### src/hdl/vbuf_pkg.sv
// Types shared by the store buffer array blocks
// Element width follows the vsew encoding; SEW64 (value 3) is not supported
`default_nettype none

package vbuf_pkg;

  ////////////////////////////////////////////////////////////////////////////
  // Configuration
  ////////////////////////////////////////////////////////////////////////////

  // Selected element width, same code as vtype.vsew
  typedef enum logic [1:0] {
    SEW8  = 2'd0,
    SEW16 = 2'd1,
    SEW32 = 2'd2
  } sew_e;

  ////////////////////////////////////////////////////////////////////////////
  // Drain engine
  ////////////////////////////////////////////////////////////////////////////

  // One word address per pass through READ, WAIT and SEND
  typedef enum logic [1:0] {
    // Waiting for drain_start
    IDLE = 2'd0,
    // Read issued to every lane RAM
    READ = 2'd1,
    // RAM array and output register stages
    WAIT = 2'd2,
    // Lane words go out one beat at a time
    SEND = 2'd3
  } drain_state_e;

  ////////////////////////////////////////////////////////////////////////////
  // Data paths
  ////////////////////////////////////////////////////////////////////////////

  // Write to one lane RAM, byte enables above the word
  typedef struct packed {
    logic [3:0]  be;
    logic [31:0] data;
  } lane_wr_t;

  // Stream beat toward the AXI master
  typedef struct packed {
    logic [31:0] data;
    // Final beat of the drain
    logic        last;
  } beat_t;

endpackage : vbuf_pkg

`default_nettype wire
### src/hdl/sbuff_pack.sv
// Store packer; narrow elements must arrive in whole-word multiples before a drain
// Stores are dropped while a drain runs or when every lane RAM is full
`timescale 1ns/10ps
`default_nettype none

module sbuff_pack
  import vbuf_pkg::*;
#(
  parameter  integer V_LANE_NUM = 8,
  parameter  integer BUFF_DEPTH = 256,
  localparam integer AW         = (BUFF_DEPTH > 1) ? $clog2(BUFF_DEPTH) : 1,
  localparam integer CW         = $clog2(BUFF_DEPTH + 1)
) (
  input  wire                          clk,
  input  wire                          rstn,
  // Configuration
  input  wire sew_e                    sew,
  input  wire                          restart,
  // Drain engine handshake
  input  wire                          busy,
  input  wire                          drain_done,
  // Lane stores
  input  wire                          store_valid,
  input  wire [V_LANE_NUM-1:0][31:0]   store_data,
  // Shared RAM write port
  output logic                         wr_en,
  output logic [AW-1:0]                wr_addr,
  output lane_wr_t [V_LANE_NUM-1:0]    wr_lane,
  // Complete words held per lane
  output logic [CW-1:0]                fill_words
);

  logic [AW-1:0] addr;
  // Position of the next element inside the current word
  logic [1:0]    ph_idx;
  logic [1:0]    ph_last;
  logic [3:0]    phase_be;
  logic          full;
  logic          accept;
  logic          wrap;

  ////////////////////////////////////////////////////////////////////////////
  // Byte-enable phase
  ////////////////////////////////////////////////////////////////////////////

  // 0001 -> 0010 -> 0100 -> 1000 for bytes, 0011 -> 1100 for halves
  always_comb begin
    case (sew)
      SEW8: begin
        ph_last  = 2'd3;
        phase_be = 4'b0001 << ph_idx;
      end
      SEW16: begin
        ph_last  = 2'd1;
        phase_be = 4'b0011 << {ph_idx[0], 1'b0};
      end
      default: begin
        ph_last  = 2'd0;
        phase_be = 4'b1111;
      end
    endcase
  end

  always_comb begin
    full    = (fill_words == CW'(BUFF_DEPTH));
    // A restart in the same cycle wins over the store
    accept  = store_valid && !busy && !full && !restart;
    wrap    = (ph_idx == ph_last);
    wr_en   = accept;
    wr_addr = addr;
  end

  ////////////////////////////////////////////////////////////////////////////
  // Lane data replication
  ////////////////////////////////////////////////////////////////////////////

  // Narrow element copied to every slot, byte enable picks the live one
  for (genvar i = 0; i < V_LANE_NUM; i++) begin : g_lane
    logic [31:0] rep;

    always_comb begin
      case (sew)
        SEW8:    rep = {4{store_data[i][7:0]}};
        SEW16:   rep = {2{store_data[i][15:0]}};
        default: rep = store_data[i];
      endcase
    end

    assign wr_lane[i] = '{be: phase_be, data: rep};
  end

  ////////////////////////////////////////////////////////////////////////////
  // Address and word count
  ////////////////////////////////////////////////////////////////////////////

  always_ff @(posedge clk) begin
    if (!rstn) begin
      addr       <= '0;
      ph_idx     <= '0;
      fill_words <= '0;
    end else if (restart || drain_done) begin
      // New width or buffer emptied
      addr       <= '0;
      ph_idx     <= '0;
      fill_words <= '0;
    end else if (accept) begin
      if (wrap) begin
        // Last slot of the word written
        ph_idx     <= '0;
        addr       <= addr + 1'b1;
        fill_words <= fill_words + 1'b1;
      end else begin
        ph_idx <= ph_idx + 1'b1;
      end
    end
  end

endmodule : sbuff_pack

`default_nettype wire

### config.mk
export PLATFORM = sky130hd
export DESIGN_NAME = sbuff_pack
export DESIGN_NICKNAME = d
export VERILOG_FILES = /design/src/hdl/vbuf_pkg.sv /design/src/hdl/sbuff_pack.sv
export SDC_FILE = /design/constraint.sdc
export NUM_CORES = 1
export LEC_CHECK = 0
export BUFFER_PORTS_ARGS = -buffer_cell sky130_fd_sc_hd__buf_2
export CORE_AREA = 2 2 220 222
export CTS_CLUSTER_DIAMETER = 100
export CTS_CLUSTER_SIZE = 14
export DETAILED_ROUTE_END_ITERATION = 10
export DIE_AREA = 0 0 222 224
export PLACE_DENSITY = 0.4
export REMOVE_ABC_BUFFERS = 1
export SLEW_MARGIN = 10
export SYNTH_ARGS = -nofsm -noshare
export SYNTH_HDL_FRONTEND = slang
export SYNTH_SLANG_ARGS = --single-unit
### constraint.sdc
create_clock -name clk -period 2 [get_ports clk]
set_clock_uncertainty 0.2 [all_clocks]
set_input_delay 0 -clock clk [delete_from_list [all_inputs] [get_ports clk]]
set_output_delay 0 -clock clk [all_outputs]
set_load 0.02 [all_outputs]
=== After elaboration in Yosys (flattened, before gate mapping) ===
Index checks and enable logic that the tools add are counted.

* Bits in registers: 19
* Latch bits: 0
* RAM bits: 0
* Memory bits (read-only): 0
* Bits of input ports: 264
* Memories: 0

* $add $sub $neg: 3
* Multiply operators: 0
* Divide/modulo/power cells: 0
* $lt $le $gt $ge: 0
* Equality and inequality tests: 3
* Shift-type cells: 2
* Mux-type cells: 11
* Bitwise operators: 1
* Reduce and logical (&&, ||, !) cells: 10

{| class="wikitable"
|+ Operators with widths
! operator !! number
|-
| $pmux W32 S2 || 8
|-
| $add A9 B1 Y9 const B || 1
|-
| $eq A9 B9 Y1 const B || 1
|-
| $add A8 B1 Y8 const B || 1
|-
| $pmux W4 S2 || 1
|-
| $pmux W2 S2 || 1
|-
| $shl A1 B2 Y4 const A || 1
|-
| $shl A2 B2 Y4 const A || 1
|-
| $logic_and A1 B1 Y1 || 3
|-
| $logic_not A1 Y1 || 3
|-
| $add A2 B1 Y2 const B || 1
|-
| $eq A2 B1 Y1 const B || 1
|-
| $eq A2 B2 Y1 || 1
|-
| $logic_not A2 Y1 || 1
|-
| $mux W2 || 1
|-
| $reduce_and A2 Y1 || 1
|-
| $reduce_or A2 Y1 || 1
|-
| $logic_or A1 B1 Y1 || 1
|-
| $not A1 Y1 || 1
|}

=== Logic depth before layout (Yosys ltp) ===
* Depth in word-level cells: 5
* Gate-level depth with buffers: 8
* Mapped depth without buffers: 7

=== Worst setup path before layout ===
No wires, ideal clock.

* Path kind: register to register
* Start point: reg fill_words[0]
* End point: reg fill_words[2]
* Setup time: 0.116 ns
* Data arrival time: 1.688 ns
* Path slack: -0.005 ns
* Cell stages (with the launch flop): 9
* Path buffers: 1
* Period minus slack after synthesis: 2.005 ns
* Cell sequence: dfxtp_1 inv_1 ha_1 nor4bb_1 a21o_1 inv_1 buf_2 a31oi_1 a41o_1

* Longest elaborated chain between the ends: 5
* Elaborated cells on any way between the ends: 6
* Classes of those cells: add/sub (1); eq/ne (1); reduce/logical (4)

{| class="wikitable"
|+ Ends and longest elaborated chain
! what !! line !! RTL
|-
| start: declaration || sbuff_pack.sv:30 || <nowiki>output logic [CW-1:0] fill_words</nowiki>
|-
| start signal: assignment || sbuff_pack.sv:111 || <nowiki>fill_words <= fill_words + 1'b1;</nowiki>
|-
| $eq A9 B9 Y1 || sbuff_pack.sv:65 || <nowiki>full = (fill_words == CW'(BUFF_DEPTH));</nowiki>
|-
| $logic_not A1 Y1 || sbuff_pack.sv:67 || <nowiki>accept = store_valid && !busy && !full && !restart;</nowiki>
|-
| $logic_and A1 B1 Y1 (2 in a row) || sbuff_pack.sv:67 ||
|-
| via wr_en || sbuff_pack.sv:26 || <nowiki>output logic wr_en,</nowiki>
|-
| $reduce_and A2 Y1 (no source line) || n/a ||
|}

The timed path passes the listed nets, and every way through them passes these cells.
A chain may end at the register's enable or synchronous reset.

=== Final worst setup path ===
* Start point: reg fill_words[0]
* End point: reg addr[0] (netlist: wr_addr[0])

* Longest elaborated chain between the ends: 5

{| class="wikitable"
|+ Ends and longest elaborated chain
! what !! line !! RTL
|-
| $eq A9 B9 Y1 || sbuff_pack.sv:65 ||
|-
| $logic_not A1 Y1 || sbuff_pack.sv:67 ||
|-
| $logic_and A1 B1 Y1 (2 in a row) || sbuff_pack.sv:67 ||
|-
| $reduce_and A2 Y1 (no source line) || n/a ||
|-
| end signal: assignment || sbuff_pack.sv:110 || <nowiki>addr <= addr + 1'b1;</nowiki>
|-
| end: declaration || sbuff_pack.sv:33 || <nowiki>logic [AW-1:0] addr;</nowiki>
|}

No other way between the ends.

==> metrics list <==
- Result of the run: finished with violations
- Violations in the final reports: design-rule violations, negative hold slack
- The first global-routing pass estimated 41.8 mm of wire.
* Cell type with the highest aggregate area in the netlist: sky130_fd_sc_hd__mux2_2
- Across the VDD grid, the largest voltage drop is 0.000320 V.
- After technology mapping, the gate count stands at 588.
* Largest driver fanout on the critical path: 7
- For this design the total switching power over the nets is 1.41 mW.
* Arrival time at the worst endpoint: 1.89 ns
- The initial utilization of the core area, before any placement, comes to 0.0976.
- The floorplan has 80 rows.
- Buffers placed on the I/O ports in this run total 569.
- The tightest hold path in the finished design has a slack of -0.0141 ns.
- Of the available clock period, the critical path in the final layout requires 0.955.
- Setup violations remaining at the end of the flow were counted as 0.
- Of the synthesized area, sequential elements account for 0.0823.
- Tot Pwr: 2.86 mW
- A synthesized cell averages 7.86 um^2.
* Share of the synthesized area in the top cell type: 0.312
* Total Nets Final: 1330
- Total standard cell area after synthesis: 4620 um^2
* Root cell of the clock tree: sky130_fd_sc_hd__clkbuf_16
* Maximum clock frequency: 0.523 GHz
- STA classifies the critical path endpoint as a flop.
- Of the total power, the clock network draws 0.150.
- In this run, synthesis produced a sequential element count of 19.
- In the routed design, unresolved DRC markers number 2.
- Total clock sinks: 19
- The worst pin sits at a relative slew slack of 0.505.
- The longest clock path from root to sink contains 2 buffers.
- Of the total power, combinational logic draws 0.717.
* Antenna-violating nets left: 0
* Worst endpoint required time: 1.98 ns
* Initial DRC count: 231
* 1st-pass router iterations: 8
- Max-cap violations: 0
* Max Slew Vio Count: 0
* GP Congestion: 0.917
- After synthesis, the netlist uses 36 different library cells.
- Via-per-instance ratio: 3.69
- Setup slack after placement: -0.0701 ns
- Counting the buffers created by CTS gives 3.
- In the layout the commonest cells are sky130_fd_sc_hd__buf_2 (567), sky130_fd_sc_hd__mux2_2 (128), sky130_fd_sc_hd__o21ai_0 (73), sky130_fd_sc_hd__nand2_1 (72), sky130_fd_sc_hd__mux2i_1 (65).
- CP startpoint kind: flop
- Overall fraction of global-route tracks in use: 0.113
- Entering global routing, the biggest net connects 96 pins.
- Slew of the pin with the lowest slew margin: 0.741 ns
- Dividing total power by cell area gives a power density of 362 nW/um^2.
- Count of flip-flops with a built-in enable after synthesis: 0
- During synthesis, Yosys emitted a total of 0 warnings.
- Initial antenna violation count: 22
- Compared with the post-synthesis result, the final layout area differs by 71.0%.
- Die height: 224 um
- The region available for standard cell placement spans 47300 um^2.
- Of the total power, the share spent switching nets is 0.494.
- Fraction of layout cells with a size suffix above 1: 0.705
- Vias post-DR: 6224
- Leakage power figure: 3.97 nW
* Most common library cell in the layout ignoring fill and taps: sky130_fd_sc_hd__buf_2
* End-of-flow core utilization: 0.167
- Dividing the detail-routed wire length by the instance count gives 18.1 um.
- Async S/R FF share, synth: 0
* Hold Violations, Final: 1
- Clock transition at the register clock pins on the worst setup and hold paths after CTS: 0.06 ns
- The share of total power dissipated in sequential elements is 0.133.
- TritonCTS built the clock tree.
- Class of the tightest hold or removal check: input port to flop
* Die boundary width: 222 um
- Final critical-path required period: 1.91 ns
- The later pin in the worst-skew pair is clocked with a latency of 0.25 ns.
- Critical setup path kind: flop to flop
- Detailed placement ended at an HPWL of 27.0 mm.
* Final global-route overflow total: 0
* I/O pin count: 570
* Total routed wirelength: 30.4 mm
- Total Die Area: 49700 um^2
- Internal Pwr Total: 1.45 mW
* Hold buffers post-CTS: 0
- The most used flip-flop cell after synthesis is sky130_fd_sc_hd__dfxtp_1.
- Final worst setup slack: 0.0890 ns
- The number of global-route vias before repair is 5911.
- In this run the number of H-tree levels came out at 1.
* Ranking of synthesized cells by area: sky130_fd_sc_hd__mux2_2 (31%), sky130_fd_sc_hd__buf_4 (15%), sky130_fd_sc_hd__mux2i_1 (14%)
-- registers in the layout, summed over array words and instances, names as in the netlist --
register / cells
ph_idx: 2
wr_addr: 8
fill_words: 9
-- synthesized netlist by cell type, drive strengths merged (2+ instances only) --
library cell,instances
mux2,128
buf,107
o21ai,73
nand2,72
mux2i,65
clkbuf,27
dfxtp,19
a21oi,18
nand3,13
or4,10
inv,9
o31ai,9
ha,7
nor2,4
a31oi,2
a41o,2
and3,2
and4,2
nand2b,2
o211ai,2
or3,2
-- worst paths after layout --
kind | cells past startpoint | end | slack, ns | startpoint
worst min-delay path | 4 | ph_idx[0] | -0.01 | sew[1]
worst max register to register | 8 | wr_addr[0] | 0.09 | fill_words[0]
worst min register to register | 2 | wr_addr[7] | 0.28 | wr_addr[7]
worst max-delay path | 8 | wr_addr[0] | 0.09 | fill_words[0]
-- cell families after synthesis --
group | share of synthesized area
AOI/OAI and AO/OA | 0.131
and+or+nand+nor | 0.118
xor gates and xnor gates | 0.00190
buffers and inverters | 0.195
DFF | 0.0823
adders and majority gates | 0.0190
muxes | 0.453
-- power groups by stage --
| stage | logic (mW) | registers, mW | clock network, mW |
|---|---|---|---|
| after floorplan | 0.906 | 0.388 | 0 |
| after global placement | 2.06 | 0.388 | 0 |
| after detailed placement | 2.06 | 0.388 | 0 |
| after CTS | 2.07 | 0.379 | 0.433 |
| after global routing | 2.17 | 0.379 | 0.452 |
| final | 2.05 | 0.379 | 0.429 |
-- per-layer routing --
| metal | up-vias | global-route usage | part of all wire |
|---|---|---|---|
| met4 | 14 | 0.0272 | 0.033 |
| met5 | - | 0 | 0.0029 |
| li1 | 2981 | - | - |
| met3 | 44 | 0.0387 | 0.090 |
| met1 | 2903 | 0.134 | 0.40 |
| met2 | 282 | 0.193 | 0.48 |
-- critical path: stages (launching register included) --
cell	delay (ns)
sky130_fd_sc_hd__dfxtp_2	0.33
sky130_fd_sc_hd__inv_2	0.05
sky130_fd_sc_hd__ha_4	0.15
sky130_fd_sc_hd__nor4bb_4	0.15
sky130_fd_sc_hd__a21o_4	0.26
sky130_fd_sc_hd__buf_6	0.12
sky130_fd_sc_hd__buf_6	0.12
sky130_fd_sc_hd__or3_4	0.32
sky130_fd_sc_hd__a21oi_2	0.13
-- area by class of cell --
cell class	instances	area, um^2
flip-flops and latches	19	383
inverters	9	37.5
well taps	615	769
fillers	5454	39400
repair buffers	600	3190
multi-input cells	426	3410
clock buffers	4	78.8
diodes	13	32.5
-- what timing repair did --
item	CTS	global route
gates resized for setup	12	10
setup endpoints to repair	9	8
pin swaps	7	6
buffers inserted	3	1
endpoints found under the hold margin	0	0
cloned	0	0
-- metrics by stage --
stage,instance area (um^2),setup TNS [ns],cells
4_1_cts,7820,0,1672
5_1_grt,7870,-0.00799,1676
3_5_place_dp,7680,-0.311,1665
6_report,7900,0,1686
3_3_place_gp,7680,0,1665
2_1_floorplan,3750,-164.25,454
Note: power is estimated with default switching activity, not from simulation.
