<file path="src/hdl/vbuf_pkg.sv">
// Types shared by the store buffer array blocks
// Element width follows the vsew encoding; SEW64 (value 3) is not supported
`default_nettype none

package vbuf_pkg;

  ////////////////////////////////////////////////////////////////////////////
  // Configuration
  ////////////////////////////////////////////////////////////////////////////

  // Selected element width, same code as vtype.vsew
  typedef enum logic [1:0] {
    SEW8  = 2'd0,
    SEW16 = 2'd1,
    SEW32 = 2'd2
  } sew_e;

  ////////////////////////////////////////////////////////////////////////////
  // Drain engine
  ////////////////////////////////////////////////////////////////////////////

  // One word address per pass through READ, WAIT and SEND
  typedef enum logic [1:0] {
    // Waiting for drain_start
    IDLE = 2'd0,
    // Read issued to every lane RAM
    READ = 2'd1,
    // RAM array and output register stages
    WAIT = 2'd2,
    // Lane words go out one beat at a time
    SEND = 2'd3
  } drain_state_e;

  ////////////////////////////////////////////////////////////////////////////
  // Data paths
  ////////////////////////////////////////////////////////////////////////////

  // Write to one lane RAM, byte enables above the word
  typedef struct packed {
    logic [3:0]  be;
    logic [31:0] data;
  } lane_wr_t;

  // Stream beat toward the AXI master
  typedef struct packed {
    logic [31:0] data;
    // Final beat of the drain
    logic        last;
  } beat_t;

endpackage : vbuf_pkg

`default_nettype wire
</file>
<file path="src/hdl/sbuff_drain.sv">
// Drain engine; word count is latched at drain_start, first tvalid 4 cycles later
// busy stays high through the drain_done cycle after the final beat is accepted
`timescale 1ns/10ps
`default_nettype none

module sbuff_drain
  import vbuf_pkg::*;
#(
  parameter  integer V_LANE_NUM = 8,
  parameter  integer BUFF_DEPTH = 256,
  localparam integer AW         = (BUFF_DEPTH > 1) ? $clog2(BUFF_DEPTH) : 1,
  localparam integer CW         = $clog2(BUFF_DEPTH + 1),
  localparam integer LW         = (V_LANE_NUM > 1) ? $clog2(V_LANE_NUM) : 1
) (
  input  wire                          clk,
  input  wire                          rstn,
  input  wire                          drain_start,
  input  wire [CW-1:0]                 fill_words,
  // Lane RAM read port
  output logic                         rd_en,
  output logic [AW-1:0]                rd_addr,
  output logic                         rd_oce,
  input  wire [V_LANE_NUM-1:0][31:0]   rd_data,
  // Packer handshake
  output logic                         busy,
  output logic                         drain_done,
  // Stream toward the AXI master
  output logic                         tvalid,
  input  wire                          tready,
  output beat_t                        tbeat
);

  drain_state_e               state;
  logic [CW-1:0]              nwords;
  logic [CW-1:0]              word_idx;
  logic [LW-1:0]              lane_cnt;
  // Second WAIT cycle, read data present
  logic                       wait_ph;
  logic                       capture;
  logic                       last_lane;
  logic                       last_word;
  logic [V_LANE_NUM-1:0][31:0] words;

  ////////////////////////////////////////////////////////////////////////////
  // RAM control and stream outputs
  ////////////////////////////////////////////////////////////////////////////

  always_comb begin
    rd_en      = (state == READ);
    rd_addr    = word_idx[AW-1:0];
    rd_oce     = (state == WAIT) && !wait_ph;
    capture    = (state == WAIT) && wait_ph;
    last_lane  = (lane_cnt == LW'(V_LANE_NUM - 1));
    last_word  = (word_idx == nwords - CW'(1));
    tvalid     = (state == SEND);
    // Captured words and lane_cnt are static while tready is low
    tbeat.data = words[lane_cnt];
    tbeat.last = last_word && last_lane;
  end

  // All lanes captured at once
  always_ff @(posedge clk) begin
    if (capture) begin
      words <= rd_data;
    end
  end

  ////////////////////////////////////////////////////////////////////////////
  // Drain FSM
  ////////////////////////////////////////////////////////////////////////////

  always_ff @(posedge clk) begin
    if (!rstn) begin
      state      <= IDLE;
      busy       <= 1'b0;
      drain_done <= 1'b0;
      nwords     <= '0;
      word_idx   <= '0;
      lane_cnt   <= '0;
      wait_ph    <= 1'b0;
    end else begin
      drain_done <= 1'b0;
      case (state)
        IDLE: begin
          if (drain_done) begin
            busy <= 1'b0;
          end else if (drain_start) begin
            busy     <= 1'b1;
            nwords   <= fill_words;
            word_idx <= '0;
            // Nothing stored, finish without a beat
            if (fill_words == '0) begin
              drain_done <= 1'b1;
            end else begin
              state <= READ;
            end
          end
        end
        READ: begin
          state   <= WAIT;
          wait_ph <= 1'b0;
        end
        WAIT: begin
          if (!wait_ph) begin
            wait_ph <= 1'b1;
          end else begin
            state    <= SEND;
            lane_cnt <= '0;
          end
        end
        SEND: begin
          if (tready) begin
            if (last_lane) begin
              lane_cnt <= '0;
              if (last_word) begin
                state      <= IDLE;
                drain_done <= 1'b1;
              end else begin
                // Next word only after the last lane is taken
                word_idx <= word_idx + 1'b1;
                state    <= READ;
              end
            end else begin
              lane_cnt <= lane_cnt + 1'b1;
            end
          end
        end
        default: state <= IDLE;
      endcase
    end
  end

endmodule : sbuff_drain

`default_nettype wire

</file>
<file path="config.mk">
export PLATFORM = sky130hd
export DESIGN_NAME = sbuff_drain
export DESIGN_NICKNAME = d
export VERILOG_FILES = /design/src/hdl/vbuf_pkg.sv /design/src/hdl/sbuff_drain.sv
export SDC_FILE = /design/constraint.sdc
export NUM_CORES = 1
export LEC_CHECK = 0
export BUFFER_PORTS_ARGS = -buffer_cell sky130_fd_sc_hd__buf_4
export CORE_ASPECT_RATIO = 0.5
export CORE_MARGIN = 2
export CORE_UTILIZATION = 47
export DETAILED_ROUTE_END_ITERATION = 7
export PLACE_DENSITY = 0.76
export SETUP_SLACK_MARGIN = 0.5
export SLEW_MARGIN = 5
export SYNTH_ARGS = -nofsm -noshare
export SYNTH_HDL_FRONTEND = slang
export SYNTH_SLANG_ARGS = --single-unit
export TNS_END_PERCENT = 5
</file>
<file path="constraint.sdc">
create_clock -name clk -period 7.7 [get_ports clk]
set_clock_uncertainty 0.1 [all_clocks]
set_input_delay 0.77 -clock clk [delete_from_list [all_inputs] [get_ports clk]]
set_output_delay 0.77 -clock clk [all_outputs]
set_load 0.02 [all_outputs]
</file>
Word level (Yosys, flattened, before mapping)
Index checks and enable logic that the tools add are counted.
{"block": "word_totals", "regBits": 282}
{"block": "classes", "add_sub_neg": 3, "n_lt_le_gt_ge": 1, "n_eq_ne": 12, "mux": 30, "n_bitwise": 1, "reduce_logical": 15}
{"op": "$bmux 32 s3", "count": 1}
{"op": "$mux 9", "count": 5}
{"op": "$mux 32", "count": 1}
{"op": "$pmux 9 s2", "count": 1}
{"op": "$mux 2", "count": 6}
{"op": "$reduce_and 6->1", "count": 2}
{"op": "$ne 2x2->1 const B", "count": 5}
{"op": "$add 9x1->9 const B", "count": 1}
{"op": "$eq 9x9->1", "count": 1}
{"op": "$logic_not 9->1", "count": 1}
{"op": "$mux 1", "count": 9}
{"op": "$mux 3", "count": 3}
{"op": "$sub 9x1->9 const B", "count": 1}
{"op": "$pmux 2 s4", "count": 1}
{"op": "$reduce_bool 2->1", "count": 4}
{"op": "$pmux 3 s2", "count": 1}
{"op": "$reduce_and 3->1", "count": 2}
{"op": "$eq 2x2->1 const B", "count": 2}
{"op": "$lt 3x4->1 const B", "count": 1}
{"op": "$ne 2x1->1 const B", "count": 2}
{"op": "$pmux 1 s2", "count": 2}
{"op": "$add 3x1->3 const B", "count": 1}
{"op": "$eq 3x3->1 const B", "count": 1}
{"op": "$logic_and 1x1->1", "count": 3}
{"op": "other kinds (5)", "count": 5}

Longest topological paths before layout
Gate-level depths: netlist of run 1.
{"block": "logic_depth", "depth_word": 6, "depth_mapped": 11, "depth_no_buf": 9}

Least setup slack after synthesis of run 1
OpenSTA, ideal clock, no wires.
{"block": "synth_path", "path_type": "flip-flop to flip-flop", "start": "register state[0]", "end": "register words[0] (netlist bit), enable pin", "setup_time_ns": 0.650, "arrival_ns": 6.433, "setup_slack_ns": 0.517, "stages_incl_launch_ff": 4, "cell_sequence": "dfxtp_1 inv_1 ha_1 and2_1"}
{"block": "synth_between", "elab_chain_cells": 2}
{"item": "start: declaration", "line_no": "sbuff_drain.sv:33", "text": "drain_state_e state;"}
{"item": "start signal: assignment", "line_no": "sbuff_drain.sv:74", "text": "state <= IDLE;"}
{"item": "start signal: assignment", "line_no": "sbuff_drain.sv:95", "text": "state <= READ;"}
{"item": "start signal: assignment", "line_no": "sbuff_drain.sv:100", "text": "state <= WAIT;"}
{"item": "$eq 2x2->1", "line_no": "sbuff_drain.sv:52", "text": "capture = (state == WAIT) && wait_ph;"}
{"item": "$logic_and 1x1->1", "line_no": "sbuff_drain.sv:52"}
{"item": "net capture", "line_no": "sbuff_drain.sv:39", "text": "logic capture;"}
{"item": "end signal: assignment", "line_no": "sbuff_drain.sv:64", "text": "words <= rd_data;"}
{"item": "end: declaration", "line_no": "sbuff_drain.sv:42", "text": "logic [V_LANE_NUM-1:0][31:0] words;"}
The timed path passes the listed nets, and every way through them passes these cells.
A chain may end at the register's enable or synchronous reset.

==> impl_metrics.yaml, run 1 <==
place:
  dpl.cell_count: 1176
  dp_hpwl_um: 17600
  placed_cell_area_um2: 14000
  io_buffers: 314
  gp_congestion: 0.826
synth:
  ys_seq_area_share_pct: 72.3
  ys.flop_type: "edfxtp_1"
  synth_area_um2: 11400
  syn_nets: 857
  synth_edf_count: 256
  syn_inst: 580
  yosys_warnings: 0
  syn_avg_cell_area_um2: 19.6
  yosysUniqueCellTypes: 60
  ys_seq_elements: 282
  synth_async_sr_flop_share_pct: 0
floorplan:
  core-area_um2: 23900
  die_w_um: 224
  die_y_um: 114
  initial_core_util_pct: 47.6
  rows: 40
  dieArea_um2: 25500
  ios: 315
pwr:
  power.internal_mw: 2.66
  p_leak_nw: 5.35
  switching_power_uw: 786
  ir_drop_mv: 0.154
  power_density_nw_per_um2: 232
  power_frac_comb_pct: 11.8
  pwr-share-seq_pct: 50.1
  switching_share_pct: 22.8
  clockPowerShare_pct: 38.0
sta:
  finalSetupViolations: 0
  fin_crit_sh_pct: 51.6
  maxSlewViolCount: 0
  holdWs_ns: 0.288
  min_period_ns: 3.97
  finalHoldViolCount: 0
  rsz0062_at_grt: "no"
  fmaxAchievable_mhz: 252
  setup_tns_ns: 0
  max-slew-margin-rel_pct: 26.7
  worst_pin_slew_ns: 1.10
drt:
  routed_wl_um: 25400
  firstDrtPassIters: 4
  routed_via_density: 5.29
  wl_per_cell_um: 20.7
  drc: 0
  drt-initial-drc-count: 481
  postRouteAntennaNets: 0
  vias: 6477
final_layout:
  stdcell_count: 1225
  finalNetCount: 1166
  final_area_um2: 14800
  final_core_util_pct: 62.2
  syn_to_final_growth_pct: 30.7
  drive_above_1_share_pct: 51.7
critical_path:
  cp-endpoint: "tbeat[11]"
  r2r_end: "word_idx[3]$_SDFFE_PN0P_"
  crit_arrival_ns: 3.10
  r2r_cells: 9
  crit_path_start_kind: "flip-flop"
  cp_max_fo: 48
  crit_path_end_kind: "output port"
  cp-startpoint: "lane_cnt[0]$_SDFFE_PN0P_"
  cp.required_ns: 6.83
  critical_path_class: "reg2out"
  r2r_slack_ns: 4.54
  rr_startpoint: "lane_cnt[1]$_SDFFE_PN0P_"
cts:
  cts_tree: "done"
  postCtsSetupRepairBufs: 0
  post_cts_resized: 0
  clk_pin_slew_ns: 0.07
  cts_buffers: 26
  cts_hold_buf: 0
  cts-root-buf: "clkbuf_16"
  clockBufferDepth: 3
  clkSinkCount: 282
  cts_max_level: 1
  clk_latency_ns: 0.54
min_path:
  worstHoldPathType: "in2reg"
global_route:
  grt.overflow.total: 0
  grt_first_pass_wirelength_um: 38000
  track_usage_pct: 19.8
  grt_pass1_vias: 6845
  antenna_found_initial: 1
  grt_max_degree: 176
flow_run:
  cap_violations: 0
outcome:
  status: "finished, final reports clean"
## worst max-delay path, stage by stage (launching register included)
cell	delay, ns
dfxtp_4	0.62
buf_4	0.85
mux4_2	0.61
mux2_2	0.29
buf_4	0.16
## layout by cell type, fill, tap and decap left out, drive strengths merged, types with 7 or more instances in the layout
cell type,instances
buf,317
edfxtp,256
mux4,64
clkbuf,33
mux2,32
dfxtp,26
nand2,17
nor2b,14
mux2i,11
inv,11
ha,8
clkinv,8
nor2,7
a21oi,7
nand4,7
o21ai,7
## per-layer routing
metal / up-vias / share of wire, % / GRT usage [%]
met4: 0 / 3.1 / 6.58
met5: - / 0 / 0
met3: 50 / 4.9 / 4.46
met1: 3261 / 39 / 24.6
met2: 187 / 53 / 35.0
li1: 2979 / - / -
## kinds of logic (layout without fill, tap and decap cells)
family                     after synthesis  count (layout)  synth area share (%)
DFF                                    282             282                  72.3
adders and majority gates                8               8                 0.882
xor gates and xnor gates                10              10                 0.771
and+or+nand+nor                         84              84                  4.30
muxes                                  107             107                  16.8
other                                    0               1                     0
buffers and inverters                   46             375                  1.96
AOI/OAI and AO/OA                       43              43                  2.94
## sequential cells by signal (all words and copies together), names as in the netlist
name,cells
nwords,9
word_idx,9
words,256
wait_ph,1
busy,1
state,2
lane_cnt,3
drain_done,1
## synth_stat cells (5+ instances only)
cell / instances / area, µm²
ha_1: 8 / 100
mux2i_1: 11 / 110
edfxtp_1: 256 / 7690
inv_1: 10 / 37.5
dfxtp_1: 26 / 521
buf_1: 7 / 26.3
xnor2_1: 6 / 52.6
nor2_1: 7 / 26.3
a21oi_1: 7 / 35.0
clkbuf_1: 18 / 67.6
nand2_1: 17 / 63.8
o21ai_0: 5 / 25.0
nor2b_1: 14 / 87.6
nand4_1: 7 / 43.8
mux2_2: 32 / 360
buf_4: 8 / 60.1
mux4_2: 64 / 1440
## area by class of cell
cell class / count / area, µm²
fill: 1730 / 9030
sequential: 282 / 8220
multi-input combinational: 252 / 2920
timing repair buffer: 317 / 2390
clock buffer: 33 / 687
tap: 315 / 394
clock inverter: 15 / 188
inverter: 10 / 37.5
antenna: 1 / 2.50
## worst min-delay path by stage
stage,start,endpoint,slack (ns),depth (start not counted)
2_1_floorplan,word_idx[8]$_SDFFE_PN0P_,word_idx[8]$_SDFFE_PN0P_,0.36,2
3_3_place_gp,busy$_SDFFE_PN0P_,busy$_SDFFE_PN0P_,0.36,2
3_5_place_dp,busy$_SDFFE_PN0P_,busy$_SDFFE_PN0P_,0.37,2
4_1_cts,rd_data[36],words[36]$_DFFE_PP_,0.26,1
5_1_grt,rd_data[132],words[132]$_DFFE_PP_,0.26,1
6_report,rd_data[195],words[195]$_DFFE_PP_,0.29,1
## power groups by stage
stage	combinational [mW]	sequential (mW)	clock, mW
after CTS	0.410	1.73	1.35
after detailed placement	0.409	1.76	0
after global routing	0.446	1.73	1.41
after global placement	0.399	1.76	0
final	0.408	1.73	1.31
after floorplan	0.254	1.76	0
## stage by stage
step	total power, mW	setup WS, ns
3_3_place_gp	2.16	4.24
3_5_place_dp	2.17	4.21
6_report	3.45	3.73
2_1_floorplan	2.01	0.517
5_1_grt	3.59	3.45
4_1_cts	3.49	3.60
Note: power is estimated with default switching activity, not from simulation.
==> inputs of run 2 (changes only) <==
--- a/config.mk
+++ b/config.mk
@@ -5,12 +5,13 @@
 export SDC_FILE = /design/constraint.sdc
 export NUM_CORES = 1
 export LEC_CHECK = 0
+export ABC_AREA = 1
 export BUFFER_PORTS_ARGS = -buffer_cell sky130_fd_sc_hd__buf_4
 export CORE_ASPECT_RATIO = 0.5
 export CORE_MARGIN = 2
-export CORE_UTILIZATION = 47
+export CORE_UTILIZATION = 52
 export DETAILED_ROUTE_END_ITERATION = 7
-export PLACE_DENSITY = 0.76
+export PLACE_DENSITY = 0.79
 export SETUP_SLACK_MARGIN = 0.5
 export SLEW_MARGIN = 5
 export SYNTH_ARGS = -nofsm -noshare
==> constraint.sdc (replaced) <==
create_clock -name clk -period 4.09 [get_ports clk]
set_clock_uncertainty 0.1 [all_clocks]
set_input_delay 0.409 -clock clk [delete_from_list [all_inputs] [get_ports clk]]
set_output_delay 0.409 -clock clk [all_outputs]
set_load 0.02 [all_outputs]
==> run 2 against run 1 <==
Effect of this change: non-clock buffer count increased by 267; setup slack lost 2.9 ns; via count up 62%; register-to-register slack worse by 3.0 ns; synthesized cell count increased by 70%; critical path type unchanged; critical endpoint is now tbeat[12]; highest routed layer unchanged.
==> impl_metrics.yaml, run 2 <==
outcome:
  status: "finished, final reports clean"
synth:
  synth_top_family_by_area: "simple AND/OR/NAND/NOR gates"
  synth.most_common_cell: "edfxtp_1"
  syn_nets: 1263
  synth_async_sr_flop_share_pct: 0
  synthTopCellsByCount: "edfxtp_1 (256), nor2_1 (245), o21ai_0 (145), nand2_1 (63), clkbuf_1 (42)"
  synth_fa_ha_area_share_pct: 0.867
  ys.flop_type: "edfxtp_1"
  synth_area_um2: 11500
  synth_edf_count: 256
  synthTopCellsByArea: "edfxtp_1 (67%), nor2_1 (8.0%), o21ai_0 (6.3%), dfxtp_1 (4.5%), nand2_1 (2.0%)"
  syn_avg_cell_area_um2: 11.7
  yosys_warnings: 0
  ys_seq_area_share_pct: 71.1
  ys_seq_elements: 282
  synth_top_cell_by_area: "edfxtp_1"
  synth_top_area_share_pct: 66.6
  syn_inst: 986
  yosysUniqueCellTypes: 30
  yosys.area_share.xor_xnor_pct: 0.759
  synth-compound-area-share_pct: 11.1
  yosys.area_share.simple_pct: 12.1
  muxShareOfSynthArea_pct: 0
drt:
  vias: 10491
  postRouteAntennaNets: 0
  drc: 0
  routed_wl_um: 39000
  drt-initial-drc-count: 1280
  routed_via_density: 5.64
  firstDrtPassIters: 6
  wl_per_cell_um: 21.0
global_route:
  grt_first_pass_wirelength_um: 58900
  grt_pass1_vias: 10801
  busiest_layer: "met2"
  grt_max_degree: 129
  grt.overflow.total: 0
  met2_usage_pct: 59.6
  antenna_found_initial: 6
  use_met1_pct: 37.6
  grt_use_met3_pct: 6.42
  track_usage_pct: 33.0
cts:
  clk_pin_slew_ns: 0.07
  cts_buffers: 25
  clk_latency_ns: 0.54
  clockBufferDepth: 3
  cts_max_level: 1
  clkSinkCount: 282
  postCtsSetupRepairBufs: 0
  cts-root-buf: "clkbuf_16"
  cts_tree: "done"
pwr:
  power_density_nw_per_um2: 501
  p_leak_nw: 6.84
  ir_drop_mv: 0.329
final_layout:
  final_core_util_pct: 81.0
  reg_top3: "words (256), nwords (9), word_idx (9)"
  top_register: "words"
  final_cell_mix: "buf_4 (322), dlygate4sd3_1 (256), edfxtp_1 (256), nor2_1 (245), o21ai_0 (145)"
  syn_to_final_growth_pct: 52.5
  drive_above_1_share_pct: 25.5
  finalNetCount: 1809
  largest_register_ff_count: 256
  final_common_cell: "buf_4"
min_path:
  hold_path_depth: 3
  min_from: "drain_start"
  worstHoldPathType: "in2reg"
  hold_path_end: "drain_done$_SDFF_PN0_"
place:
  gp_congestion: 0.928
  dp_hpwl_um: 19800
  place_ws_ns: 1.62
  io_buffers: 314
flow_run:
  cap_violations: 0
floorplan:
  core-area_um2: 21700
  die_w_um: 215
  ios: 315
  dieArea_um2: 23500
  initial_core_util_pct: 53.1
  die_y_um: 109
  rows: 38
sta:
  fin_crit_sh_pct: 79.2
  worst_pin_slew_ns: 1.13
  finalSetupViolations: 0
  min_period_ns: 3.24
  layout_setup_ws_ns: 0.850
  rsz0062_at_grt: "no"
  setup_tns_ns: 0
  max-slew-margin-rel_pct: 24.6
  fmaxAchievable_mhz: 309
  maxSlewViolCount: 0
  finalHoldViolCount: 0
critical_path:
  cp_cell_sequence: "buf_4 > o21ai_0 > o22ai_1 > nor2_1 > a31oi_1 > buf_4"
  r2r_cells: 5
  path_common_cell: "buf_4"
  r2r_end: "words[104]$_DFFE_PP_"
  slowest_delay_ns: 0.57
  rr_startpoint: "state[0]$_SDFFE_PN0P_"
  crit_path_end_kind: "output port"
  cp.required_ns: 3.58
  cp-startpoint: "lane_cnt[0]$_SDFFE_PN0P_"
  r2r_slack_ns: 1.59
  cp_max_fo: 56
  crit_arrival_ns: 2.73
  crit_path_start_kind: "flip-flop"
  cpMaxStageDelayCell: "buf_4"
  critical_path_class: "reg2out"
## run 2: changes by cell type after synthesis, sizes merged, moves of 19 or more
| cell | previous run | this run |
|---|---|---|
| a31oi | 2 | 33 |
| o21ai | 7 | 145 |
| nor2 | 7 | 250 |
| nand3 | 4 | 23 |
| a21oi | 7 | 26 |
| inv | 10 | 35 |
| mux2 | 32 | 0 |
| clkbuf | 18 | 44 |
| o22ai | 1 | 32 |
| mux4 | 64 | 0 |
| nand2 | 17 | 66 |
## run 2: metal layers
layer | vias up | part of all wire [%]
met1 | 5007 | 36
met5 | - | 0
li1 | 4611 | -
met3 | 194 | 7.3
met4 | 0 | 6.1
met2 | 679 | 51
## run 2: kinds of logic (layout without fill, tap and decap cells)
| kind of cell | Yosys count | after routing |
|---|---|---|
| DFF | 282 | 282 |
| buffers and inverters | 100 | 665 |
| other | 0 | 10 |
| and+or+nand+nor | 347 | 347 |
| AOI/OAI and AO/OA | 239 | 239 |
| xor gates and xnor gates | 10 | 10 |
| adders and majority gates | 8 | 8 |
## run 2: how the worst max path moves through the flow
stage,end
final,tbeat[12]
after floorplan,words[0]$_DFFE_PP_
after global routing,tbeat[7]
after detailed placement,tbeat[11]
after CTS,tbeat[11]
after global placement,words[45]$_DFFE_PP_
## run 2: layout make-up
type | count | area, µm²
sequential | 282 | 8210
antenna | 10 | 25.0
inverter | 35 | 136
fill | 1095 | 4130
tap | 300 | 375
clock inverter | 18 | 220
clock buffer | 28 | 637
multi-input combinational | 604 | 2890
timing repair buffer | 584 | 5100
## run 2: through the flow
stage	cells	hold WS (ns)	cell area (µm²)	power, mW
2_1_floorplan	986	0.335	11600	5.11
3_3_place_gp	1549	0.346	14200	5.89
3_5_place_dp	1549	0.371	14200	5.94
4_1_cts	1851	0.0483	17600	8.64
5_1_grt	1857	0.0589	17600	9.18
6_report	1861	0.0597	17600	8.82
## run 2: repair_timing
action	4_1_cts	5_1_grt
hold endpoints to repair	256	0
hold buffers	256	0
gates resized for setup	0	0
## run 2: critical path: cells and delay by family (launching register included)
| family | cells | cell delay, ns |
|---|---|---|
| AO/OA/AOI/OAI | 3 | 0.74 |
| buffers and inverters | 2 | 0.74 |
| flip-flops | 1 | 0.55 |
| AND/OR/NAND/NOR | 1 | 0.09 |
## run 2: where the power goes
part	internal (mW)	leakage [nW]	switching, mW
clock network	1.44	0.415	1.14
registers	3.42	2.52	0.151
logic	1.05	3.90	1.61
total	5.91	6.84	2.91
==> inputs of run 3 (changes only) <==
--- a/config.mk
+++ b/config.mk
@@ -9,9 +9,9 @@
 export BUFFER_PORTS_ARGS = -buffer_cell sky130_fd_sc_hd__buf_4
 export CORE_ASPECT_RATIO = 0.5
 export CORE_MARGIN = 2
-export CORE_UTILIZATION = 52
+export CORE_UTILIZATION = 47
 export DETAILED_ROUTE_END_ITERATION = 7
-export PLACE_DENSITY = 0.79
+export PLACE_DENSITY = 0.76
 export SETUP_SLACK_MARGIN = 0.5
 export SLEW_MARGIN = 5
 export SYNTH_ARGS = -nofsm -noshare
==> constraint.sdc (replaced) <==
create_clock -name clk -period 2.7 [get_ports clk]
set_clock_uncertainty 0.1 [all_clocks]
set_input_delay 0.27 -clock clk [delete_from_list [all_inputs] [get_ports clk]]
set_output_delay 0.27 -clock clk [all_outputs]
set_load 0.02 [all_outputs]
==> run 3 against run 2 <==
Effect of this change: via count increased by 3.3%; sequential power increased by 51%; final cell count increased by 5.2%; sequential share of layout area decreased by 2.6 points; combinational power increased by 84%; design area increased by 5.9%; count of clock-buffer cells in the layout increased by 2; largest cell class unchanged; largest power group unchanged.
==> impl_metrics.yaml, run 3 (synthesis gave the netlist of run 2 again) <==
outcome:
  status: "finished, final reports clean"
critical_path:
  slowest_delay_ns: 0.48
  r2r_slack_ns: 0.18
  cpMaxStageDelayCell: "dfxtp_4"
  cp_max_fo: 16
  crit_arrival_ns: 2.22
  cp_cell_sequence: "buf_12 > o21ai_0 > o22ai_1 > nor2_1 > a31oi_1 > buf_4"
  crit_path_end_kind: "output port"
  rr_startpoint: "nwords[1]$_SDFFE_PN0P_"
  r2r_cells: 17
  critical_path_class: "reg2out"
  r2r_end: "nwords[1]$_SDFFE_PN0P_"
  cp.required_ns: 2.33
  crit_path_start_kind: "flip-flop"
flow_run:
  cap_violations: 0
final_layout:
  regArea_um2: 8220
  final_area_um2: 18600
  stdcell_count: 1958
  top_register: "words"
  nFillCells: 1271
  syn_to_final_growth_pct: 61.5
  final_common_cell: "buf_4"
  multi_input_area_um2: 2990
  finalNetCount: 1868
  largest_register_ff_count: 256
  reg_top3: "words (256), nwords (9), word_idx (9)"
  final_cell_mix: "buf_4 (342), dlygate4sd3_1 (267), edfxtp_1 (256), nor2_1 (241), o21ai_0 (130)"
  drive_above_1_share_pct: 28.9
floorplan:
  dieArea_um2: 25900
  die_y_um: 115
  ios: 315
  core-area_um2: 24100
  rows: 40
  die_w_um: 226
  initial_core_util_pct: 47.9
drt:
  firstDrtPassIters: 6
  vias: 10834
  drt-initial-drc-count: 1196
  routed_via_density: 5.53
  drc: 0
  postRouteAntennaNets: 0
  wl_per_cell_um: 21.9
  routed_wl_um: 42800
min_path:
  hold_path_end: "nwords[4]$_SDFFE_PN0P_"
  min_from: "fill_words[4]"
  hold_path_depth: 3
  worstHoldPathType: "in2reg"
sta:
  fmaxAchievable_mhz: 387
  holdWs_ns: 0.0197
  rsz0062_at_grt: "yes"
  fin_crit_sh_pct: 95.8
  finalSetupViolations: 0
  max-slew-margin-rel_pct: 18.4
  finalHoldViolCount: 0
  min_period_ns: 2.59
  setup_tns_ns: 0
  maxSlewViolCount: 0
  worst_pin_slew_ns: 1.22
pwr:
  p_leak_nw: 7.28
  total_power_mw: 14.2
  ir_drop_mv: 0.463
  power_density_nw_per_um2: 763
cts:
  cts_buffers: 26
  clk_latency_ns: 0.54
  cts_tree: "done"
  clk_pin_slew_ns: 0.07
  cts-root-buf: "clkbuf_16"
  cts_max_level: 1
  clockBufferDepth: 3
  clkSinkCount: 282
place:
  dpl.cell_count: 1589
  dp_hpwl_um: 20600
  placed_cell_area_um2: 14200
  io_buffers: 314
  gp_congestion: 0.928
global_route:
  grt.overflow.total: 0
  grt_max_degree: 95
  antenna_found_initial: 11
  grt_first_pass_wirelength_um: 60300
  grt_pass1_vias: 11095
  track_usage_pct: 31.0
run 3: cell type report:
type / count / share of cell area (%)
tap: 336 / 2.26
multi-input combinational: 604 / 16.0
antenna: 12 / 0.161
timing repair buffer: 642 / 31.8
inverter: 35 / 0.873
clock inverter: 17 / 1.16
sequential: 282 / 44.1
clock buffer: 30 / 3.57
run 3: how the worst max path moves through the flow:
stage | start | endpoint | depth (start not counted)
2_1_floorplan | state[0]$_SDFFE_PN0P_ | words[0]$_DFFE_PP_ | 4
5_1_grt | nwords[0]$_SDFFE_PN0P_ | tbeat[0] | 13
6_report | lane_cnt[1]$_SDFFE_PN0P_ | tbeat[5] | 6
3_3_place_gp | state[1]$_SDFFE_PN0P_ | state[0]$_SDFFE_PN0P_ | 10
3_5_place_dp | state[1]$_SDFFE_PN0P_ | state[0]$_SDFFE_PN0P_ | 10
4_1_cts | nwords[0]$_SDFFE_PN0P_ | tbeat[0] | 13
run 3: metal layers:
metal	part of all wire, %	global-route usage (%)
met5	0	0
met4	5.7	18.1
met3	8.4	5.70
met2	51	56.3
met1	35	34.8
run 3: critical path, delay by kind of cell, from the launching register on:
kind,cells,cell delay (ns)
compound gates,3,0.66
buf+inv,2,0.42
simple gates,1,0.09
flops,1,0.48
run 3: stage by stage:
stage / util (%) / setup WS [ns]
3_5_place_dp: 59.1 / 0.224
4_1_cts: 76.2 / 0.222
3_3_place_gp: 59.1 / 0.377
5_1_grt: 77.4 / 0.0367
6_report: 77.4 / 0.113
2_1_floorplan: - / -2.23
run 3: power breakdown:
part	switching (mW)	internal [mW]
registers	0.201	5.18
clock network	1.69	2.25
logic	2.82	2.07
run 3: timing repair:
item	CTS	global route
pin swaps	12	20
setup endpoints to repair	137	140
gates cloned	7	5
buffers inserted	28	3
hold endpoints to repair	268	0
gates resized for setup	34	38
hold buffers	267	0
